`config.mk`:
```
export PLATFORM = sky130hd
export DESIGN_NAME = result_obuf
export DESIGN_NICKNAME = d
export VERILOG_FILES = /design/src/lane_pkg.sv /design/src/result_obuf.sv
export VERILOG_INCLUDE_DIRS = /design/src
export SDC_FILE = /design/constraint.sdc
export NUM_CORES = 1
export LEC_CHECK = 0
export BUFFER_PORTS_ARGS = -buffer_cell sky130_fd_sc_hd__buf_2
export CAP_MARGIN = 20
export CORE_ASPECT_RATIO = 0.8
export CORE_MARGIN = 3
export CORE_UTILIZATION = 40
export DETAILED_ROUTE_END_ITERATION = 10
export PLACE_DENSITY_LB_ADDON = 0.05
export SKIP_LAST_GASP = 1
export SYNTH_ARGS = -nofsm -noshare
export SYNTH_HDL_FRONTEND = slang
export SYNTH_SLANG_ARGS = --single-unit
```
`constraint.sdc`:
```
create_clock -name clk_i -period 2.6 [get_ports clk_i]
set_input_delay 0 -clock clk_i [delete_from_list [all_inputs] [get_ports clk_i]]
set_output_delay 0 -clock clk_i [all_outputs]
set_load 0.01 [all_outputs]
```
`src/lane_defs.svh`:
```
/*
 * Sizes and latency of the vector-lane multiply unit.
 * OPQUEUE_DEPTH must be a power of two, since the queue pointers wrap
 * by overflow. MUL_LAT must be at least 2, because products and the
 * accumulate step occupy separate stages.
 */
`ifndef LANE_DEFS_SVH
`define LANE_DEFS_SVH

// Datapath
`define LANE_WORD_W 64
`define LANE_BYTES 8

// Buffering
`define OPQUEUE_DEPTH 4
`define OBUF_DEPTH 4

// Multiplier pipeline stages
`define MUL_LAT 3

// Instruction bookkeeping
`define NR_VINSN 8
`define VLEN_W 16
`define VADDR_W 12

`endif

```
`src/lane_pkg.sv`:
```
/*
 * Datapath types of the multiply lane.
 * The element-width encoding is log2 of the element size in bytes, and
 * the SIMD adder relies on it.
 */
`default_nettype none

`include "lane_defs.svh"

package lane_pkg;

  // One data word and its byte mask
  typedef logic [`LANE_WORD_W-1:0] word_t;
  typedef logic [`LANE_BYTES-1:0]  bmask_t;

  typedef enum logic [1:0] {
    VMUL   = 2'd0,
    VMULH  = 2'd1,
    VMACC  = 2'd2,
    VNMSAC = 2'd3
  } lane_op_e;

  typedef enum logic [1:0] {
    EW8  = 2'd0,
    EW16 = 2'd1,
    EW32 = 2'd2,
    EW64 = 2'd3
  } elem_width_e;

  // Operand word as delivered by the register file
  typedef struct packed {
    word_t word;
    logic  valid;
  } operand_t;

endpackage

`default_nettype wire

```
`src/result_obuf.sv`:
```
/*
 * Result FIFO between multiplier and write-back.
 * No fall-through, a word is readable the cycle after it is written.
 * Write while full and pop while empty are ignored.
 */
`default_nettype none

`include "lane_defs.svh"

module result_obuf (
  input  logic            clk_i,
  input  logic            rst_ni,
  input  lane_pkg::word_t wdata_i,
  input  logic            wvalid_i,
  output logic            wready_o,
  output lane_pkg::word_t rdata_o,
  output logic            rvalid_o,
  input  logic            rpop_i
);
  import lane_pkg::*;

  typedef logic [$clog2(`OBUF_DEPTH)-1:0] bptr_t;
  typedef logic [$clog2(`OBUF_DEPTH):0]   bcnt_t;

  word_t mem_q [`OBUF_DEPTH];
  bptr_t wr_ptr_q;
  bptr_t rd_ptr_q;
  bcnt_t cnt_q;
  logic  push;
  logic  pop;

  assign wready_o = cnt_q != bcnt_t'(`OBUF_DEPTH);
  assign rvalid_o = cnt_q != '0;
  assign rdata_o  = mem_q[rd_ptr_q];

  assign push = wvalid_i && wready_o;
  assign pop  = rpop_i && rvalid_o;

  always_ff @(posedge clk_i) begin
    if (push) begin
      mem_q[wr_ptr_q] <= wdata_i;
    end
  end

  always_ff @(posedge clk_i or negedge rst_ni) begin
    if (!rst_ni) begin
      wr_ptr_q <= '0;
      rd_ptr_q <= '0;
      cnt_q    <= '0;
    end else begin
      if (push) begin
        wr_ptr_q <= (wr_ptr_q == bptr_t'(`OBUF_DEPTH - 1)) ? '0 : wr_ptr_q + 1'b1;
      end
      if (pop) begin
        rd_ptr_q <= (rd_ptr_q == bptr_t'(`OBUF_DEPTH - 1)) ? '0 : rd_ptr_q + 1'b1;
      end
      cnt_q <= cnt_q + bcnt_t'(push) - bcnt_t'(pop);
    end
  end

endmodule

`default_nettype wire

```
==> insert_results.sql <==
INSERT INTO impl_metrics (metric_group, metric, value, unit) VALUES
('power_and_ir_drop', 'power.clock.fraction', '0.270', ''),
('synthesis', 'ys_seq_area_frac', '0.814', ''),
('global_routing', 'globalRouteOverflowTotal', '0', ''),
('power_and_ir_drop', 'share_comb_of_total_power', '0.282', ''),
('timing', 'grt_setup_unrepaired', 'false', ''),
('synthesis', 'post_synth_inst_count', '372', ''),
('run', 'drv.max_cap_violation_count', '0', ''),
('drt', 'detailroute.wirelength.met2', '9120', 'um'),
('synthesis', 'synth_top_family_by_area', 'multiplexers', ''),
('layout', 'post-route-util', '0.523', ''),
('timing', 'finalHoldWorstSlack', '0.228', 'ns'),
('timing', 'slew_at_the_pin_closest_to_its_max_slew_limit', '0.682', 'ns'),
('die', 'core_footprint', '23600', 'um2'),
('synthesis', 'postSynthAreaPerCell', '26.0', 'um2'),
('setup_path', 'cp_slowest_cell', 'sky130_fd_sc_hd__or3_2', ''),
('setup_path', 'cpLargestDelayFamily', 'adder cells', ''),
('timing', 'max_freq', '0.417', 'GHz'),
('cts', 'cts_repair_resize_count', '0', ''),
('drt', 'dr.first_iter.drc_count', '324', ''),
('timing', 'timing.max_slew.rel_slack', '0.545', ''),
('drt', 'detail_route.wirelength.met1', '8160', 'um'),
('setup_path', 'worst-r2r-cell-count', '10', ''),
('setup_path', 'endpoint_kind', 'register', ''),
('layout', 'footprint_of_the_multi_input_gates', '1700', 'um2'),
('synthesis', 'post-synth-top-area-cell', 'sky130_fd_sc_hd__edfxtp_1', ''),
('synthesis', 'post_synth_mux_area_share', '0.155', ''),
('die', 'chipHeight', '145', 'um'),
('layout', 'ant_diodes', '0', ''),
('setup_path', 'critical_path_data_arrival_time', '2.84', 'ns'),
('power_and_ir_drop', 'maximum_vdd_drop', '0.598', 'mV'),
('cts', 'cts.htree.levels', '1', ''),
('timing', 'final_min_period_over_clock_period', '0.923', ''),
('cts', 'cts.clk_slew.worst_paths', '0.06', 'ns'),
('layout', 'mostFrequentLayoutCells', 'sky130_fd_sc_hd__edfxtp_1 (256), sky130_fd_sc_hd__buf_2 (133), sky130_fd_sc_hd__dlygate4sd3_1 (68)', ''),
('setup_path', 'worst-path-max-fanout', '4', ''),
('global_routing', 'grt_first_pass_wirelength', '29300', 'um'),
('placement', 'placement.io_buffers', '133', ''),
('drt', 'dr_wl_cell', '19.9', 'um'),
('timing', 'hold_violations', '0', ''),
('setup_path', 'crit-reg2reg-capture', 'cnt_q[2]$_DFF_PN0_', ''),
('cts', 'ctsLongestPathBuffers', '3', ''),
('setup_path', 'start_kind', 'register', ''),
('timing', 'setup_viol', '0', ''),
('synthesis', 'post_synth_and_or_nand_nor_area_fraction', '0.00713', ''),
('die', 'die_area', '26100', 'um2'),
('die', 'floorplan.initialDensity', '0.409', ''),
('setup_path', 'timing.rr.start', 'cnt_q[1]$_DFF_PN0_', ''),
('setup_path', 'crit_type', 'reg -> reg', ''),
('power_and_ir_drop', 'seqPwrFrac', '0.448', ''),
('power_and_ir_drop', 'powerDensity', '1090', 'nW/um2'),
('power_and_ir_drop', 'total_switching_power', '0.00379', 'W'),
('synthesis', 'synth-warning-count', '0', ''),
('power_and_ir_drop', 'leakage', '4.28', 'nW'),
('setup_path', 'crit_path_frequent_cell', 'sky130_fd_sc_hd__inv_1', ''),
('setup_path', 'worstPathCellList', 'or3_2 -> nand2_1 -> inv_1 -> ha_1 -> inv_1 -> ha_1 -> inv_1 -> fa_1 -> xnor2_1 -> xnor2_1', ''),
('placement', 'numPlacedInstances', '815', ''),
('drt', 'drt_pass1_iterations', '4', ''),
('layout', 'seqCellArea', '7870', 'um2'),
('synthesis', 'synth_compound_area_frac', '0', ''),
('die', 'placementRows', '50', ''),
('timing', 'report.final.slew_viol_count', '0', ''),
('drt', 'route.detailed.drc', '0', ''),
('drt', 'via_count', '4570', ''),
('cts', 'worstSkewPairLatency', '0.52', 'ns'),
('global_routing', 'grt_use_total', '0.143', ''),
('power_and_ir_drop', 'sw_frac_of_total', '0.281', ''),
('synthesis', 'synthDistinctLibCells', '19', ''),
('timing', 'skew', '0.0194', 'ns'),
('status', 'run_status', 'completed', ''),
('setup_path', 'cp_num_buf_inv', '3', ''),
('setup_path', 'worst_path_largest_cell_delay', '0.48', 'ns');
## area by class of cell
cell class,instances,area share
inverter,7,0.00213
sequential,263,0.638
clock inverter,14,0.0113
multi-input combinational,88,0.138
tap,312,0.0316
clock buffer,34,0.0569
timing repair buffer,213,0.122
## cell usage after synthesis
master                     instances
sky130_fd_sc_hd__and2_4            1
sky130_fd_sc_hd__and3_2            4
sky130_fd_sc_hd__buf_1             1
sky130_fd_sc_hd__buf_2             6
sky130_fd_sc_hd__buf_4             5
sky130_fd_sc_hd__clkbuf_1          2
sky130_fd_sc_hd__dfrtp_1           7
sky130_fd_sc_hd__edfxtp_1        256
sky130_fd_sc_hd__fa_1              1
sky130_fd_sc_hd__ha_1              7
sky130_fd_sc_hd__inv_1             7
sky130_fd_sc_hd__mux2_2            2
sky130_fd_sc_hd__mux2_4            2
sky130_fd_sc_hd__mux4_2           64
sky130_fd_sc_hd__nand2_1           1
sky130_fd_sc_hd__nor2_1            2
sky130_fd_sc_hd__or3_2             1
sky130_fd_sc_hd__or3b_4            1
sky130_fd_sc_hd__xnor2_1           2
## layer usage
layer / vias up / GRT usage
met3: 21 / 0.0348
met2: 103 / 0.236
li1: 2052 / -
met5: - / 0
met1: 2394 / 0.197
met4: 0 / 0.0305
## sequential cells by signal, indices dropped and copies added, names as in the netlist
register	count
cnt_q	3
wr_ptr_q	2
mem_q	256
rd_ptr_q	2
## metrics by stage
stage                     worst slack, ns  instance area (um2)
after global placement              0.280                10800
after floorplan                     0.299                 9660
after detailed placement            0.206                10800
after CTS                          0.0934                12300
after global routing               0.0231                12300
final                               0.201                12300
## power by group through the flow
| stage | Clock (W) | Sequential [W] | Combinational [W] |
|---|---|---|---|
| 4_1_cts | 0.00377 | 0.00609 | 0.00396 |
| 3_3_place_gp | 0 | 0.00612 | 0.00385 |
| 5_1_grt | 0.00395 | 0.00616 | 0.00415 |
| 3_5_place_dp | 0 | 0.00618 | 0.00386 |
| 2_1_floorplan | 0 | 0.00584 | 0.00256 |
| 6_report | 0.00365 | 0.00605 | 0.00380 |
## worst max-delay path by stage
| stage | start | endpoint | slack, ns | cells past startpoint |
|---|---|---|---|---|
| 6_report | cnt_q[1]$_DFF_PN0_ | cnt_q[2]$_DFF_PN0_ | 0.20 | 10 |
| 5_1_grt | rd_ptr_q[0]$_DFFE_PN0P_ | rdata_o[61] | 0.02 | 3 |
| 4_1_cts | rd_ptr_q[0]$_DFFE_PN0P_ | rdata_o[61] | 0.09 | 3 |
| 3_5_place_dp | cnt_q[1]$_DFF_PN0_ | cnt_q[2]$_DFF_PN0_ | 0.21 | 10 |
| 3_3_place_gp | cnt_q[1]$_DFF_PN0_ | cnt_q[2]$_DFF_PN0_ | 0.28 | 10 |
| 2_1_floorplan | cnt_q[1]$_DFF_PN0_ | cnt_q[2]$_DFF_PN0_ | 0.30 | 10 |
## kinds of logic after synthesis
group,count (synthesis)
flip-flops,263
adder cells (fa/ha/maj),8
multiplexers,68
AND/OR/NAND/NOR,10
buffers and inverters,21
XOR/XNOR,2
## repair_timing
item                      CTS  global route
buffers inserted            0             0
hold buffers               68             0
hold endpoints to repair  267             0
Power figures use the tool's default switching activity.
