**src/lane_defs.svh**
```systemverilog
/*
 * Sizes and latency of the vector-lane multiply unit.
 * OPQUEUE_DEPTH must be a power of two, since the queue pointers wrap
 * by overflow. MUL_LAT must be at least 2, because products and the
 * accumulate step occupy separate stages.
 */
`ifndef LANE_DEFS_SVH
`define LANE_DEFS_SVH

// Datapath
`define LANE_WORD_W 64
`define LANE_BYTES 8

// Buffering
`define OPQUEUE_DEPTH 4
`define OBUF_DEPTH 4

// Multiplier pipeline stages
`define MUL_LAT 3

// Instruction bookkeeping
`define NR_VINSN 8
`define VLEN_W 16
`define VADDR_W 12

`endif

```
**src/lane_pkg.sv**
```systemverilog
/*
 * Datapath types of the multiply lane.
 * The element-width encoding is log2 of the element size in bytes, and
 * the SIMD adder relies on it.
 */
`default_nettype none

`include "lane_defs.svh"

package lane_pkg;

  // One data word and its byte mask
  typedef logic [`LANE_WORD_W-1:0] word_t;
  typedef logic [`LANE_BYTES-1:0]  bmask_t;

  typedef enum logic [1:0] {
    VMUL   = 2'd0,
    VMULH  = 2'd1,
    VMACC  = 2'd2,
    VNMSAC = 2'd3
  } lane_op_e;

  typedef enum logic [1:0] {
    EW8  = 2'd0,
    EW16 = 2'd1,
    EW32 = 2'd2,
    EW64 = 2'd3
  } elem_width_e;

  // Operand word as delivered by the register file
  typedef struct packed {
    word_t word;
    logic  valid;
  } operand_t;

endpackage

`default_nettype wire

```
**src/vinsn_pkg.sv**
```systemverilog
/*
 * Instruction-level types of the multiply lane.
 * The length counts bytes, the address counts 64-bit words.
 */
`default_nettype none

`include "lane_defs.svh"

package vinsn_pkg;

  typedef logic [`VLEN_W-1:0]            vlen_t;
  typedef logic [`VADDR_W-1:0]           vaddr_t;
  typedef logic [$clog2(`NR_VINSN)-1:0]  vid_t;
  typedef logic [`NR_VINSN-1:0]          done_vec_t;

  // One vector instruction as accepted by the lane
  typedef struct packed {
    lane_pkg::lane_op_e    op;
    lane_pkg::elem_width_e ew;
    logic                  masked;
    vid_t                  id;
    vaddr_t                addr;
    vlen_t                 len;
  } operation_t;

  // Write-back request, req acts as valid
  typedef struct packed {
    logic            req;
    vaddr_t          addr;
    vid_t            id;
    lane_pkg::word_t wdata;
  } wreq_t;

endpackage

`default_nettype wire

```
**src/mul_opqueue.sv**
```systemverilog
/*
 * Instruction queue of the multiply lane.
 * Issue and commit heads advance independently. An entry is freed only
 * when the writer reports its last word, so op_ready_o is low while
 * OPQUEUE_DEPTH instructions are uncommitted.
 */
`default_nettype none

`include "lane_defs.svh"

module mul_opqueue (
  input  logic                     clk_i,
  input  logic                     rst_ni,
  // Instruction port
  input  vinsn_pkg::operation_t    operation_i,
  input  logic                     op_valid_i,
  output logic                     op_ready_o,
  // Operands in the order mask, a, b, c
  input  lane_pkg::operand_t [3:0] operand_i,
  output logic                     operand_ready_o,
  // Multiplier input
  output logic                     mul_valid_o,
  input  logic                     mul_ready_i,
  output lane_pkg::lane_op_e       mul_op_o,
  output lane_pkg::elem_width_e    mul_ew_o,
  output lane_pkg::word_t          mul_a_o,
  output lane_pkg::word_t          mul_b_o,
  output lane_pkg::word_t          mul_c_o,
  output lane_pkg::bmask_t         mul_mask_o,
  // Commit head towards the writer
  output vinsn_pkg::operation_t    commit_insn_o,
  output logic                     commit_valid_o,
  input  logic                     commit_pop_i
);
  import lane_pkg::*;
  import vinsn_pkg::*;

  typedef logic [$clog2(`OPQUEUE_DEPTH)-1:0] qptr_t;
  typedef logic [$clog2(`OPQUEUE_DEPTH):0]   qcnt_t;

  operation_t insn_q [`OPQUEUE_DEPTH];

  qptr_t accept_ptr_q;
  qptr_t issue_ptr_q;
  qptr_t commit_ptr_q;
  qcnt_t issue_cnt_q;
  qcnt_t commit_cnt_q;
  vlen_t issue_left_q;

  operation_t issue_insn;
  qptr_t      issue_ptr_nxt;
  logic       op_accept;
  logic       issue_valid;
  logic       need_c;
  logic       operand_ok;
  logic       issue_fire;
  logic       issue_done;

  assign op_ready_o    = commit_cnt_q != qcnt_t'(`OPQUEUE_DEPTH);
  assign op_accept     = op_valid_i && op_ready_o;
  assign issue_valid   = issue_cnt_q != '0;
  assign issue_insn    = insn_q[issue_ptr_q];
  assign issue_ptr_nxt = issue_ptr_q + 1'b1;

  // ------------------------------------------------------------
  // Operand check and issue
  // ------------------------------------------------------------
  assign need_c     = issue_insn.op inside {VMACC, VNMSAC};
  assign operand_ok = operand_i[1].valid && operand_i[2].valid
                   && (operand_i[3].valid || !need_c)
                   && (operand_i[0].valid || !issue_insn.masked);

  assign mul_valid_o     = issue_valid && operand_ok;
  assign issue_fire      = mul_valid_o && mul_ready_i;
  assign operand_ready_o = issue_fire;
  // Last word of the head once the byte counter drops to zero or below
  assign issue_done      = issue_fire && (issue_left_q <= vlen_t'(`LANE_BYTES));

  assign mul_op_o = issue_insn.op;
  assign mul_ew_o = issue_insn.ew;
  assign mul_a_o  = operand_i[1].word;
  assign mul_b_o  = operand_i[2].word;
  assign mul_c_o  = operand_i[3].word;

  // One mask bit per byte, taken from bit 8k of the mask word
  always_comb begin
    for (int k = 0; k < `LANE_BYTES; k++) begin
      mul_mask_o[k] = issue_insn.masked ? operand_i[0].word[8*k] : 1'b1;
    end
  end

  assign commit_insn_o  = insn_q[commit_ptr_q];
  assign commit_valid_o = commit_cnt_q != '0;

  // ------------------------------------------------------------
  // Storage and pointers
  // ------------------------------------------------------------
  always_ff @(posedge clk_i) begin
    if (op_accept) begin
      insn_q[accept_ptr_q] <= operation_i;
    end
  end

  always_ff @(posedge clk_i or negedge rst_ni) begin
    if (!rst_ni) begin
      accept_ptr_q <= '0;
      issue_ptr_q  <= '0;
      commit_ptr_q <= '0;
      issue_cnt_q  <= '0;
      commit_cnt_q <= '0;
      issue_left_q <= '0;
    end else begin
      if (op_accept) begin
        accept_ptr_q <= accept_ptr_q + 1'b1;
      end
      if (issue_done) begin
        issue_ptr_q <= issue_ptr_nxt;
      end
      if (commit_pop_i) begin
        commit_ptr_q <= commit_ptr_q + 1'b1;
      end
      issue_cnt_q  <= issue_cnt_q + qcnt_t'(op_accept) - qcnt_t'(issue_done);
      commit_cnt_q <= commit_cnt_q + qcnt_t'(op_accept) - qcnt_t'(commit_pop_i);

      // Byte counter follows whichever instruction is at the issue head
      if (issue_done) begin
        if (issue_cnt_q > qcnt_t'(1)) begin
          issue_left_q <= insn_q[issue_ptr_nxt].len;
        end else if (op_accept) begin
          issue_left_q <= operation_i.len;
        end
      end else if (issue_fire) begin
        issue_left_q <= issue_left_q - vlen_t'(`LANE_BYTES);
      end else if (op_accept && issue_cnt_q == '0) begin
        issue_left_q <= operation_i.len;
      end
    end
  end

endmodule

`default_nettype wire

```
**config.mk**
```make
export PLATFORM = sky130hd
export DESIGN_NAME = mul_opqueue
export DESIGN_NICKNAME = d
export VERILOG_FILES = /design/src/lane_pkg.sv /design/src/vinsn_pkg.sv /design/src/mul_opqueue.sv
export VERILOG_INCLUDE_DIRS = /design/src
export SDC_FILE = /design/constraint.sdc
export NUM_CORES = 1
export LEC_CHECK = 0
export BUFFER_PORTS_ARGS = -buffer_cell sky130_fd_sc_hd__buf_2
export CAP_MARGIN = 30
export CORE_AREA = 2 2 209 211
export CTS_BUF_LIST = sky130_fd_sc_hd__clkbuf_16
export DETAILED_ROUTE_END_ITERATION = 8
export DIE_AREA = 0 0 211 213
export PLACE_DENSITY = 0.48
export SETUP_SLACK_MARGIN = 0.2
export SYNTH_ARGS = -nofsm -noshare
export SYNTH_HDL_FRONTEND = slang
export SYNTH_SLANG_ARGS = --single-unit
```
**constraint.sdc**
```tcl
create_clock -name clk_i -period 2.55 [get_ports clk_i]
set_input_delay 0.6375 -clock clk_i [delete_from_list [all_inputs] [get_ports clk_i]]
set_output_delay 0.6375 -clock clk_i [all_outputs]
set_load 0.02 [all_outputs]
```
==> results.json <==
{
  "status": "complete, no violations",
  "setup_viol": 0,
  "initial_core_util_pct": 21.5,
  "slew_violations": 0,
  "period_needed_ns": 2.50,
  "clockBufferDepth": 2,
  "ys_seq_area_share_pct": 54.8,
  "cts_tree": "built",
  "crit_type": "flip-flop to output port",
  "clock_latency_ns": 0.43,
  "cts_root_buf": "clkbuf_16",
  "path_max_fanout": 5,
  "max_freq_mhz": 399,
  "most-common-layout-cells": "144 x edfxtp_1, 57 x buf_6, 55 x mux4_2, 54 x buf_2, 38 x buf_4",
  "preCtsSetupSlack_ns": -0.110,
  "drive_above_1_share_pct": 49.5,
  "hold_viol": 0,
  "synth_seq_cells": 172,
  "cts_buffers": 17,
  "dr.pass1.iters": 4,
  "r2r_cells": 9,
  "synth_fp_nets": 942,
  "mostFrequentLayoutCell": "edfxtp_1",
  "synth-edff-count": 144,
  "synth_area_sq_mm": 0.00916,
  "hpwlAfterDp_microns": 30000,
  "synth-main-ff-cell": "edfxtp_1",
  "area_growth_pct": 17.7,
  "grt_antenna_before_repair": 2,
  "h-tree-depth": 4,
  "vias": 5090,
  "drc": 0,
  "fin_area_sq_mm": 0.0108,
  "wl_per_cell_microns": 33.8,
  "die_w_microns": 211,
  "io_pins": 545,
  "worst_slew_pin_slew_ns": 0.792,
  "rows": 76,
  "n_antenna_cell": 0,
  "multiInputGateArea_sq_mm": 0.00278,
  "p_leak_nw": 3.91,
  "setup_slack_ns": 0.0466,
  "startpoint_type": "flip-flop",
  "holdCritPathClass": "input port to async pin",
  "vias_per_cell": 4.37,
  "hold_slack_ns": 0.268,
  "powerDensity_mw_per_mm2": 1130,
  "clkTransAtPathRegs_ns": 0.07,
  "crit_arrival_ns": 1.87,
  "drv_cap": 0,
  "die_y_microns": 213,
  "cts_num_sinks": 172,
  "grt_pass1_wl_microns": 49400,
  "finalPower_w": 0.0121,
  "synth_cell_types": 53,
  "portBuffers": 104,
  "end_kind": "output port",
  "finClkSkew_ns": 0.0107,
  "worst_ep_required_time_ns": 1.91,
  "gp_congestion": 0.751,
  "final-seq-area_sq_mm": 0.00503,
  "drtAntennaViolNets": 0,
  "grt.total_usage_pct": 16.7,
  "grt-ovfl-total": 0,
  "period_share_pct": 98.2,
  "fillerInstances": 4353,
  "drt_iter0_drc": 254,
  "finish.utilization_pct": 25.3,
  "grt_pass1_vias": 5289,
  "relSlewSlack_pct": 47.2,
  "postSynth.asyncResetShare_pct": 16.3,
  "synthCells": 627,
  "num-nets-final": 920,
  "wl_microns": 39300,
  "synth.avg_cell_area_sq_um": 14.6,
  "grt_max_degree": 37,
  "die_area_sq_mm": 0.0449,
  "yosys_warnings": 0,
  "peakVddDrop_mv": 0.526,
  "core-area_sq_mm": 0.0427,
  "place_area_sq_mm": 0.00913,
  "rsz0062_at_grt": "true"
}
==> stage by stage <==
step | std cells | TNS, ns
6_report | 1164 | 0
3_3_place_gp | 1095 | -0.542
5_1_grt | 1164 | -0.00962
2_1_floorplan | 627 | 0
3_5_place_dp | 1095 | -0.746
4_1_cts | 1148 | 0
==> worst paths after layout <==
kind                                        startpoint                           to  slack, ns
setup / recovery           commit_ptr_q[0]$_DFFE_PN0P_            commit_insn_o[34]       0.05
hold / removal                                  rst_ni  commit_ptr_q[0]$_DFFE_PN0P_       0.27
setup reg to reg            issue_ptr_q[0]$_DFFE_PN0N_     issue_cnt_q[1]$_DFF_PN0_       0.14
hold reg to reg            issue_left_q[2]$_DFFE_PN0P_  issue_left_q[2]$_DFFE_PN0P_       0.52
max in group asynchronous                       rst_ni   issue_ptr_q[0]$_DFFE_PN0N_       1.73
min in group clk_i                     operation_i[25]      insn_q[1][25]$_DFFE_PP_       0.41
==> cells by family after synthesis <==
| family | Yosys count | synth area share, % |
|---|---|---|
| buffers and inverters | 228 | 17.6 |
| flip-flops | 172 | 54.8 |
| AND/OR/NAND/NOR | 81 | 5.08 |
| multiplexers | 67 | 14.9 |
| AO/OA/AOI/OAI | 50 | 4.02 |
| XOR/XNOR | 15 | 1.43 |
| adder cells (fa/ha/maj) | 14 | 2.08 |
==> state kept, by name (all words and copies together) (netlist names) <==
name	cells
insn_q	144
issue_left_q	16
commit_cnt_q	3
issue_cnt_q	3
accept_ptr_q	2
commit_ptr_q	2
issue_ptr_q	2
==> final cells by class <==
class                           count  area share [%]
Sequential cell                   172            46.6
Inverter                           15           0.568
Clock inverter                     15            1.53
Multi-Input combinational cell    230            25.8
Timing Repair Buffer              169            15.2
Clock buffer                       17            3.94
Tap cell                          546            6.33
==> Yosys cell counts (6+ instances only) <==
cell | instances | area [sq um]
mux4_2 | 55 | 1240
inv_1 | 15 | 56.3
a21oi_1 | 6 | 30.0
ha_1 | 12 | 150
xnor2_1 | 8 | 70.1
buf_4 | 193 | 1450
or3_1 | 7 | 43.8
dfrtp_1 | 28 | 701
nand2b_1 | 11 | 68.8
clkbuf_1 | 7 | 26.3
nor2_1 | 10 | 37.5
buf_2 | 9 | 45.0
nand2_1 | 27 | 101
mux2i_1 | 8 | 80.1
and3_1 | 6 | 37.5
xor2_1 | 7 | 61.3
o21ai_0 | 10 | 50.1
a32oi_1 | 6 | 52.6
edfxtp_1 | 144 | 4320
==> timing repair <==
action	CTS	global route
setup endpoints to repair	66	69
gates cloned	4	6
endpoints found under the hold margin	0	0
gates resized for setup	95	76
buffers inserted	17	10
hold buffers	0	0
pin swaps	14	17
==> where the power goes <==
| group | total (W) | internal [W] | switching [W] |
|---|---|---|---|
| clock network | 0.00256 | 0.00132 | 0.00124 |
| logic | 0.00543 | 0.00272 | 0.00270 |
| registers | 0.00415 | 0.00377 | 0.000387 |
==> critical path, stage by stage, from the launching register on <==
cell and delay [ns]:
dfrtp_2 0.47, buf_12 0.15, buf_16 0.13, mux4_2 0.52, buf_6 0.15
==> routing by layer <==
layer	vias up	global-route usage, %	wire, microns	part of all wire [%]
met2	370	29.4	20400	52
met5	-	0	13	0.033
met1	2549	12.8	9970	25
met3	59	16.1	8260	21
met4	2	4.13	730	1.9
li1	2110	-	-	-
Note: power is estimated with default switching activity, not from simulation.
