File: src/lane_defs.svh
/*
 * Sizes and latency of the vector-lane multiply unit.
 * OPQUEUE_DEPTH must be a power of two, since the queue pointers wrap
 * by overflow. MUL_LAT must be at least 2, because products and the
 * accumulate step occupy separate stages.
 */
`ifndef LANE_DEFS_SVH
`define LANE_DEFS_SVH

// Datapath
`define LANE_WORD_W 64
`define LANE_BYTES 8

// Buffering
`define OPQUEUE_DEPTH 4
`define OBUF_DEPTH 4

// Multiplier pipeline stages
`define MUL_LAT 3

// Instruction bookkeeping
`define NR_VINSN 8
`define VLEN_W 16
`define VADDR_W 12

`endif

File: src/lane_pkg.sv
/*
 * Datapath types of the multiply lane.
 * The element-width encoding is log2 of the element size in bytes, and
 * the SIMD adder relies on it.
 */
`default_nettype none

`include "lane_defs.svh"

package lane_pkg;

  // One data word and its byte mask
  typedef logic [`LANE_WORD_W-1:0] word_t;
  typedef logic [`LANE_BYTES-1:0]  bmask_t;

  typedef enum logic [1:0] {
    VMUL   = 2'd0,
    VMULH  = 2'd1,
    VMACC  = 2'd2,
    VNMSAC = 2'd3
  } lane_op_e;

  typedef enum logic [1:0] {
    EW8  = 2'd0,
    EW16 = 2'd1,
    EW32 = 2'd2,
    EW64 = 2'd3
  } elem_width_e;

  // Operand word as delivered by the register file
  typedef struct packed {
    word_t word;
    logic  valid;
  } operand_t;

endpackage

`default_nettype wire

File: src/vinsn_pkg.sv
/*
 * Instruction-level types of the multiply lane.
 * The length counts bytes, the address counts 64-bit words.
 */
`default_nettype none

`include "lane_defs.svh"

package vinsn_pkg;

  typedef logic [`VLEN_W-1:0]            vlen_t;
  typedef logic [`VADDR_W-1:0]           vaddr_t;
  typedef logic [$clog2(`NR_VINSN)-1:0]  vid_t;
  typedef logic [`NR_VINSN-1:0]          done_vec_t;

  // One vector instruction as accepted by the lane
  typedef struct packed {
    lane_pkg::lane_op_e    op;
    lane_pkg::elem_width_e ew;
    logic                  masked;
    vid_t                  id;
    vaddr_t                addr;
    vlen_t                 len;
  } operation_t;

  // Write-back request, req acts as valid
  typedef struct packed {
    logic            req;
    vaddr_t          addr;
    vid_t            id;
    lane_pkg::word_t wdata;
  } wreq_t;

endpackage

`default_nettype wire

File: src/vrf_writer.sv
/*
 * Write-back sequencer on the commit side.
 * Words of the buffer belong to the commit-head instruction in order.
 * Address and byte counter come straight from the head until its first
 * grant, then from local registers.
 */
`default_nettype none

`include "lane_defs.svh"

module vrf_writer (
  input  logic                  clk_i,
  input  logic                  rst_ni,
  // Result buffer head
  input  lane_pkg::word_t       rdata_i,
  input  logic                  rvalid_i,
  output logic                  rpop_o,
  // Commit-head instruction
  input  vinsn_pkg::operation_t commit_insn_i,
  input  logic                  commit_valid_i,
  output logic                  commit_pop_o,
  // Write port and completion
  output vinsn_pkg::wreq_t      wreq_o,
  input  logic                  wgnt_i,
  output vinsn_pkg::done_vec_t  done_o
);
  import vinsn_pkg::*;

  logic   loaded_q;
  vaddr_t addr_q;
  vlen_t  left_q;

  vaddr_t cur_addr;
  vlen_t  cur_left;
  logic   grant;
  logic   last;

  assign cur_addr = loaded_q ? addr_q : commit_insn_i.addr;
  assign cur_left = loaded_q ? left_q : commit_insn_i.len;

  // Request fields stay put until the grant
  assign wreq_o.req   = rvalid_i && commit_valid_i;
  assign wreq_o.addr  = cur_addr;
  assign wreq_o.id    = commit_insn_i.id;
  assign wreq_o.wdata = rdata_i;

  assign grant        = wreq_o.req && wgnt_i;
  assign last         = cur_left <= vlen_t'(`LANE_BYTES);
  assign rpop_o       = grant;
  assign commit_pop_o = grant && last;

  always_comb begin
    done_o = '0;
    if (commit_pop_o) begin
      done_o[commit_insn_i.id] = 1'b1;
    end
  end

  always_ff @(posedge clk_i or negedge rst_ni) begin
    if (!rst_ni) begin
      loaded_q <= 1'b0;
      addr_q   <= '0;
      left_q   <= '0;
    end else if (grant) begin
      // Next head starts fresh after the last word
      loaded_q <= !last;
      addr_q   <= cur_addr + 1'b1;
      left_q   <= cur_left - vlen_t'(`LANE_BYTES);
    end
  end

endmodule

`default_nettype wire
File: config.mk
export PLATFORM = sky130hd
export DESIGN_NAME = vrf_writer
export DESIGN_NICKNAME = d
export VERILOG_FILES = /design/src/lane_pkg.sv /design/src/vinsn_pkg.sv /design/src/vrf_writer.sv
export VERILOG_INCLUDE_DIRS = /design/src
export SDC_FILE = /design/constraint.sdc
export NUM_CORES = 1
export LEC_CHECK = 0
export BUFFER_PORTS_ARGS = -buffer_cell sky130_fd_sc_hd__buf_2
export CAP_MARGIN = 20
export CORE_UTILIZATION = 44
export CTS_CLUSTER_SIZE = 40
export DETAILED_ROUTE_END_ITERATION = 8
export PLACE_DENSITY = 0.94
export SETUP_SLACK_MARGIN = 0.4
export SYNTH_ARGS = -nofsm -noshare
export SYNTH_HDL_FRONTEND = slang
export SYNTH_SLANG_ARGS = --single-unit
File: constraint.sdc
create_clock -name clk_i -period 4.9 [get_ports clk_i]
set_clock_uncertainty 0.1 [all_clocks]
set_input_delay 1.225 -clock clk_i [delete_from_list [all_inputs] [get_ports clk_i]]
set_output_delay 1.225 -clock clk_i [all_outputs]
set_load 0.05 [all_outputs]
==> results of run 1 <==
==> path summary, 6_finish.rpt <==
check	start	end	slack, ps	cells past startpoint
hold / removal	addr_q[6]$_DFFE_PN0P_	addr_q[6]$_DFFE_PN0P_	390	2
min in group asynchronous	rst_ni	addr_q[0]$_DFFE_PN0P_	880	1
hold reg to reg	addr_q[6]$_DFFE_PN0P_	addr_q[6]$_DFFE_PN0P_	390	2
setup reg to reg	loaded_q$_DFFE_PN0P_	left_q[13]$_DFFE_PN0P_	2180	6
setup / recovery	commit_insn_i[13]	done_o[0]	460	8
max in group asynchronous	rst_ni	loaded_q$_DFFE_PN0P_	3320	1
==> routing by layer <==
| metal | GRT usage [%] | share of wire (%) | vias to the layer above |
|---|---|---|---|
| met5 | 0 | 0 | - |
| met3 | 4.83 | 6.4 | 27 |
| met2 | 31.4 | 49 | 75 |
| met4 | 6.00 | 1.4 | 0 |
| li1 | - | - | 1000 |
| met1 | 22.9 | 43 | 1004 |
==> area by class of cell <==
class / count / area share (%)
Clock buffer: 5 / 2.56
Clock inverter: 3 / 0.652
Inverter: 9 / 1.26
Multi-Input combinational cell: 196 / 52.3
Sequential cell: 29 / 27.2
Tap cell: 72 / 3.36
Timing Repair Buffer: 65 / 12.7
==> per-stage QoR <==
stage | cells | utilization, % | hold WS (ps) | power (mW) | setup slack [ps]
final | 379 | 47.9 | 388 | 0.988 | 456
after global routing | 379 | 47.9 | 415 | 1.05 | 384
after CTS | 378 | 47.4 | 390 | 0.991 | 456
after detailed placement | 370 | 45.9 | 375 | 0.796 | 458
after global placement | 370 | 45.9 | 363 | 0.775 | 491
after floorplan | 314 | - | 344 | 0.824 | 80.9
==> cell families (layout without fill, tap and decap cells) <==
family	after synthesis	after routing	synth area share (%)
compound gates	47	47	11.9
flops	29	29	27.8
xor+xnor	18	18	6.04
simple gates	103	103	20.2
fa+ha+maj	2	2	0.958
buf+inv	89	82	22.7
mux	26	26	10.4
==> power groups by stage <==
stage / combinational (mW) / sequential [mW] / clock (mW)
after CTS: 0.458 / 0.335 / 0.198
final: 0.458 / 0.335 / 0.195
after global routing: 0.496 / 0.343 / 0.208
after floorplan: 0.500 / 0.325 / 0
after detailed placement: 0.456 / 0.339 / 0
after global placement: 0.440 / 0.335 / 0
==> layout by cell type (no fill, tap or decap), types with 2 or more instances in the layout <==
cell type	netlist	layout
a211oi_1	2	2
a21boi_0	2	2
a21oi_1	8	8
a221o_1	4	4
buf_2	6	59
buf_4	67	5
clkbuf_8	0	5
clkinv_2	0	2
dfrtp_1	29	28
ha_1	2	2
inv_1	9	9
mux2_2	9	9
mux2i_1	17	17
nand2_1	34	33
nand2b_1	4	3
nand3_1	9	9
nand3b_1	7	7
nand4_1	2	2
nor2_1	20	14
nor2_4	0	6
nor3_1	12	9
nor3_4	0	2
nor3b_1	3	3
nor4_1	3	2
nor4_4	1	2
nor4b_1	2	2
o21ai_0	17	17
o22ai_1	3	3
xnor2_1	10	10
xor2_1	8	8
==> flip-flops by register name, indices dropped and copies added, names as in the netlist <==
| signal | count |
|---|---|
| left_q | 16 |
| addr_q | 12 |
| loaded_q | 1 |
==> timing repair <==
item | 4_1_cts | 5_1_grt
setup endpoints to repair | 0 | 2
endpoints found under the hold margin | 0 | 0
buffers inserted | 0 | 1
gates resized for setup | 0 | 6
==> worst max-delay path: stages <==
cell and delay (ps):
buf_2 110, or4_4 520, o22a_4 260, nor4_4 330, buf_4 190, nand2b_4 100
nor3_4 160, buf_4 210
==> metrics.yaml, run 1 <==
seq_area_frac_synth_pct: 27.8
vias: 2106
finalMaxSlewViolations: 0
relSlewSlack_pct: 49.4
post-dp-hpwl_mm: 4.26
combinationalPowerShare_pct: 46.3
max_cap_viol_count: 0
drcViolationCount: 0
synth_edf_count: 0
ir_worst_vdd_mv: 0.293
internal_power_uw: 542
nets: 413
clockBufferDepth: 2
ant_nets: 0
place_area_um2: 2570
setup_violations: 0
dr.pass1.iters: 4
leakage_nw: 1.25
crit_type: "in2out"
fin_area_um2: 2690
areaGrowthSynthToFinish_pct: 2.83
fp.dieH_um: 79.0
numCtsBuffers: 5
cts.clk_slew.worst_paths_ps: 70
row_count: 27
end_kind: "output pin"
synth_cells: 314
power_density_nw_per_um2: 368
ys.flop_type: "dfrtp_1"
grt_pass1_wl_mm: 9.23
syn-num-nets: 421
drive_gt1_share_pct: 33.2
ios: 195
synthesis.area_um2: 2610
yosysTopAreaCell: "dfrtp_1"
setup_tns_ps: 0
rsz0062_at_grt: "yes"
initial_utilization_pct: 46.6
wire_per_inst_um: 15.2
min_path_type: "reg2reg"
p_sw_share_pct: 45.1
crit_fanout: 4
yosys_warnings: 0
core_um2: 5610
synth_top_area_share_pct: 27.8
crit_path_start_kind: "input pin"
fmax_mhz: 225
gr-total-overflow: 0
grtUsageTotal_pct: 18.6
viasPerCell: 5.56
required_ps: 3580
synthTopCellsByCount: "67 x buf_4, 34 x nand2_1, 29 x dfrtp_1"
cts-root-buf: "clkbuf_8"
num_antenna_cells: 0
place_congestion: 0.827
cts_sinks: 29
die_area_um2: 6250
synth_area_per_cell_um2: 8.32
drtIter0Drc: 89
sequentialPowerShare_pct: 33.9
period_share_pct: 90.7
drt-total-wl_mm: 5.76
ys_types: 43
clkLatencyLatePin_ps: 280
period_needed_ps: 4440
cts_hold_buf: 0
antenna_found_initial: 0
grt_pass1_vias: 2013
outcome: "completed"
fp.dieW_um: 79.0
synthTopCellsByArea: "dfrtp_1 28%, buf_4 19%, mux2i_1 6.5%, nand2_1 4.9%, mux2_2 3.9%"
ff_latch_area_um2: 729
clkPwrFrac_pct: 19.8
hold_viol_final: 0
portBuffers: 61
nFillCells: 555
synthArstFlopShare_pct: 100
worstMarginPinSlew_ps: 755
htree_levels: 2
multi_input_area_um2: 1410
yosysMostFrequentCell: "buf_4"
arrival_ps: 3120
tritoncts: "done"
grt_max_degree: 43
ys_ff_latch: 29
p_switching_uw: 446
No activity file was read; power rests on OpenSTA's default activity.
==> run 2: changes to the inputs <==
Settings changed: ABC_AREA set to 1, CORE_UTILIZATION 44 to 46, PLACE_DENSITY 0.94 to 0.95.
==> metrics.yaml, run 2 <==
cp.depth: 11  # was 8
ys.flop_type: "dfrtp_1"  # unchanged
max_cap_viol_count: 0  # unchanged
leakage_nw: 1.59  # was 1.25 nW
portBuffers: 61  # unchanged
finalMaxSlewViolations: 0  # unchanged
crit_top_cell: "nand2_2"  # was buf_4
period_share_pct: 79.2  # was 90.7%
fin_area_um2: 2760  # was 2690 µm²
yosysTopAreaCell: "dfrtp_1"  # unchanged
worstMarginPinSlew_ps: 668  # was 755 ps
sequentialPowerShare_pct: 21.9  # was 33.9%
p_switching_uw: 868  # was 446 µW
row_count: 28  # was 27
drtIter0Drc: 142  # was 89
wire_per_inst_um: 12.5  # was 15.2 µm
cts_hold_buf: 0  # unchanged
fmax_mhz: 258  # was 225 MHz
fin_hold_ws_ps: 380  # was 388 ps
mostFrequentLayoutCells: "161 x nand2_1, 61 x buf_2, 44 x inv_1, 30 x nor2_1, 29 x dfrtp_1"  # was 59 x buf_2, 33 x nand2_1, 28 x dfrtp_1, 17 x mux2i_1, 17 x o21ai_0
power_density_nw_per_um2: 597  # was 368 nW/µm²
critPathBufInv: 4  # was 3
gr-total-overflow: 0  # unchanged
hold_viol_final: 0  # unchanged
clockBufferDepth: 2  # unchanged
r2r_cells: 12  # was 6
ys_types: 31  # was 43
combinationalPowerShare_pct: 62.4  # was 46.3%
place_congestion: 0.851  # was 0.827
cts_sinks: 29  # unchanged
largest_registers: "left_q x16, addr_q x12, loaded_q x1"  # unchanged
finalPower_mw: 1.65  # was 988 µW
clkLatencyLatePin_ps: 280  # about the same
crit_path_start_kind: "register"  # was input pin
place_area_um2: 2650  # was 2570 µm²
ant_nets: 0  # unchanged
grt_pass1_wl_mm: 10.3  # was 9.23 mm
required_ps: 3580  # about the same
drive_gt1_share_pct: 24.1  # was 33.2%
cts-root-buf: "clkbuf_8"  # unchanged
grt_pass1_vias: 2465  # was 2013
grt_max_degree: 39  # was 43
regMostFlops: "left_q"  # unchanged
cp_cell_sequence: "buf_4 -> inv_2 -> nand2_1 -> nand2_2 -> nand2_2 -> inv_2 -> nand2_2 -> nor2_4 -> nand3_2 -> nor2_1 -> buf_2"  # was buf_2 -> or4_4 -> o22a_4 -> nor4_4 -> buf_4 -> nand2b_4 -> nor3_4 -> buf_4
drcViolationCount: 0  # unchanged
initial_utilization_pct: 47.7  # was 46.6%
synth_edf_count: 0  # unchanged
setup_tns_ps: 0  # unchanged
layout_commonest_cell: "nand2_1"  # was buf_2
period_needed_ps: 3880  # was 4440 ps
synth_cells: 443  # was 314
whs_path_depth: 2  # unchanged
synthTopCellsByArea: "dfrtp_1 26%, nand2_1 21%, buf_4 18%, inv_1 5.8%, nand3_1 4.1%"  # was dfrtp_1 28%, buf_4 19%, mux2i_1 6.5%, nand2_1 4.9%, mux2_2 3.9%
outcome: "completed"  # unchanged
nets: 542  # was 413
path_delay_family: "buffers and inverters"  # was simple AND/OR/NAND/NOR gates
min_path_type: "reg2reg"  # unchanged
vias: 2541  # was 2106
arrival_ps: 2550  # was 3120 ps
internal_power_uw: 782  # was 542 µW
clkPwrFrac_pct: 15.6  # was 19.8%
drt-total-wl_mm: 6.37  # was 5.76 mm
rsz0062_at_grt: "no"  # was yes
cts.clk_slew.worst_paths_ps: 70  # about the same
viasPerCell: 4.97  # was 5.56
ios: 195  # unchanged
ys_ff_latch: 29  # unchanged
syn-num-nets: 550  # was 421
antenna_found_initial: 0  # unchanged
end_kind: "output pin"  # unchanged
post_cts_resized: 0  # unchanged
tritoncts: "done"  # unchanged
fp.dieW_um: 80.4  # was 79.0 µm
post_cts_buffers: 0  # unchanged
grtUsageTotal_pct: 20.6  # was 18.6%
htree_levels: 2  # unchanged
yosys_warnings: 0  # unchanged
synthesis.area_um2: 2820  # was 2610 µm²
crit_type: "reg2out"  # was in2out
numCtsBuffers: 5  # unchanged
num_antenna_cells: 0  # unchanged
synth_area_per_cell_um2: 6.37  # was 8.32 µm²
synthTopCellsByCount: "161 x nand2_1, 67 x buf_4, 44 x inv_1"  # was 67 x buf_4, 34 x nand2_1, 29 x dfrtp_1
fp.dieH_um: 80.4  # was 79.0 µm
slowest_stage: "inv_2"  # was or4_4
setup_violations: 0  # unchanged
synth_top_area_share_pct: 25.7  # was 27.8%
ir_worst_vdd_mv: 0.293  # about the same
post-dp-hpwl_mm: 4.86  # was 4.26 mm
synthArstFlopShare_pct: 100  # unchanged
critical-path-max-stage-delay_ps: 490  # was 520 ps
seq_area_frac_synth_pct: 25.7  # was 27.8%
crit_fanout: 38  # was 4
dr.pass1.iters: 4  # unchanged
die_area_um2: 6460  # was 6250 µm²
areaGrowthSynthToFinish_pct: -2.22  # was 2.83%
largest_reg_flops: 16  # unchanged
p_sw_share_pct: 52.6  # was 45.1%
relSlewSlack_pct: 55.5  # was 49.4%
core_um2: 5920  # was 5610 µm²
yosysMostFrequentCell: "nand2_1"  # was buf_4
-- run 2: changes by cell type after synthesis, moves of 10 or more --
| cell | delta |
|---|---|
| mux2i_1 | -17 |
| inv_1 | +35 |
| nor2_1 | +10 |
| nand2_2 | +14 |
| nor3_1 | -12 |
| nand3_1 | +14 |
| nand2_1 | +127 |
-- run 2: path summary, 6_finish.rpt --
check | slack, ps | start | to
setup / recovery | 1020 | loaded_q$_DFFE_PN0P_ | done_o[6]
hold / removal | 380 | left_q[13]$_DFFE_PN0P_ | left_q[13]$_DFFE_PN0P_
setup reg to reg | 2340 | loaded_q$_DFFE_PN0P_ | left_q[13]$_DFFE_PN0P_
hold reg to reg | 380 | left_q[13]$_DFFE_PN0P_ | left_q[13]$_DFFE_PN0P_
max in group asynchronous | 3390 | rst_ni | left_q[12]$_DFFE_PN0P_
min in group asynchronous | 880 | rst_ni | left_q[3]$_DFFE_PN0P_
-- run 2: layout make-up --
type,count,area [µm²]
clock inverter,1,30.0
clock buffer,7,86.3
fill,595,3160
sequential,29,726
timing repair buffer,64,328
inverter,49,184
tap,75,93.8
multi-input combinational,286,1310
-- run 2: power groups by stage --
stage                     Clock, mW  Sequential (mW)  Combinational, mW
final                         0.258            0.362               1.03
after global routing          0.275            0.375               1.15
after CTS                     0.266            0.363               1.03
after detailed placement          0            0.367               1.03
after global placement            0            0.360              0.994
after floorplan                   0            0.356              0.995
-- run 2: layer usage --
layer | track usage, % | vias to the layer above | wire length, µm
li1 | - | 1266 | -
met1 | 20.8 | 1152 | 2470
met2 | 39.5 | 105 | 3300
met3 | 5.57 | 18 | 530
met4 | 7.68 | 0 | 75
met5 | 0 | - | 0
-- run 2: through the flow --
step	worst slack, ps	std cells	utilization [%]
2_1_floorplan	607	443	-
3_3_place_gp	1180	503	44.7
3_5_place_dp	1140	503	44.7
4_1_cts	1000	511	46.6
5_1_grt	788	511	46.6
6_report	1020	511	46.6
-- run 2: logic make-up after synthesis --
| logic type | after synthesis | share of synthesized area (%) |
|---|---|---|
| AO/OA/AOI/OAI | 33 | 6.47 |
| XOR/XNOR | 2 | 0.620 |
| AND/OR/NAND/NOR | 249 | 38.5 |
| adder cells (fa/ha/maj) | 2 | 0.886 |
| flip-flops | 29 | 25.7 |
| buffers and inverters | 128 | 27.8 |
-- run 2: worst reg2reg max path: stages (launching register included) --
cell and delay, ps:
dfrtp_1 360, buf_4 250, inv_2 510, nand2_1 140, nand2_2 140, ha_1 220, nand3_1 140, nor2_1 260
nand3_1 120, nand2_1 70, nand2_1 40, nand2_1 50, nand2_1 50
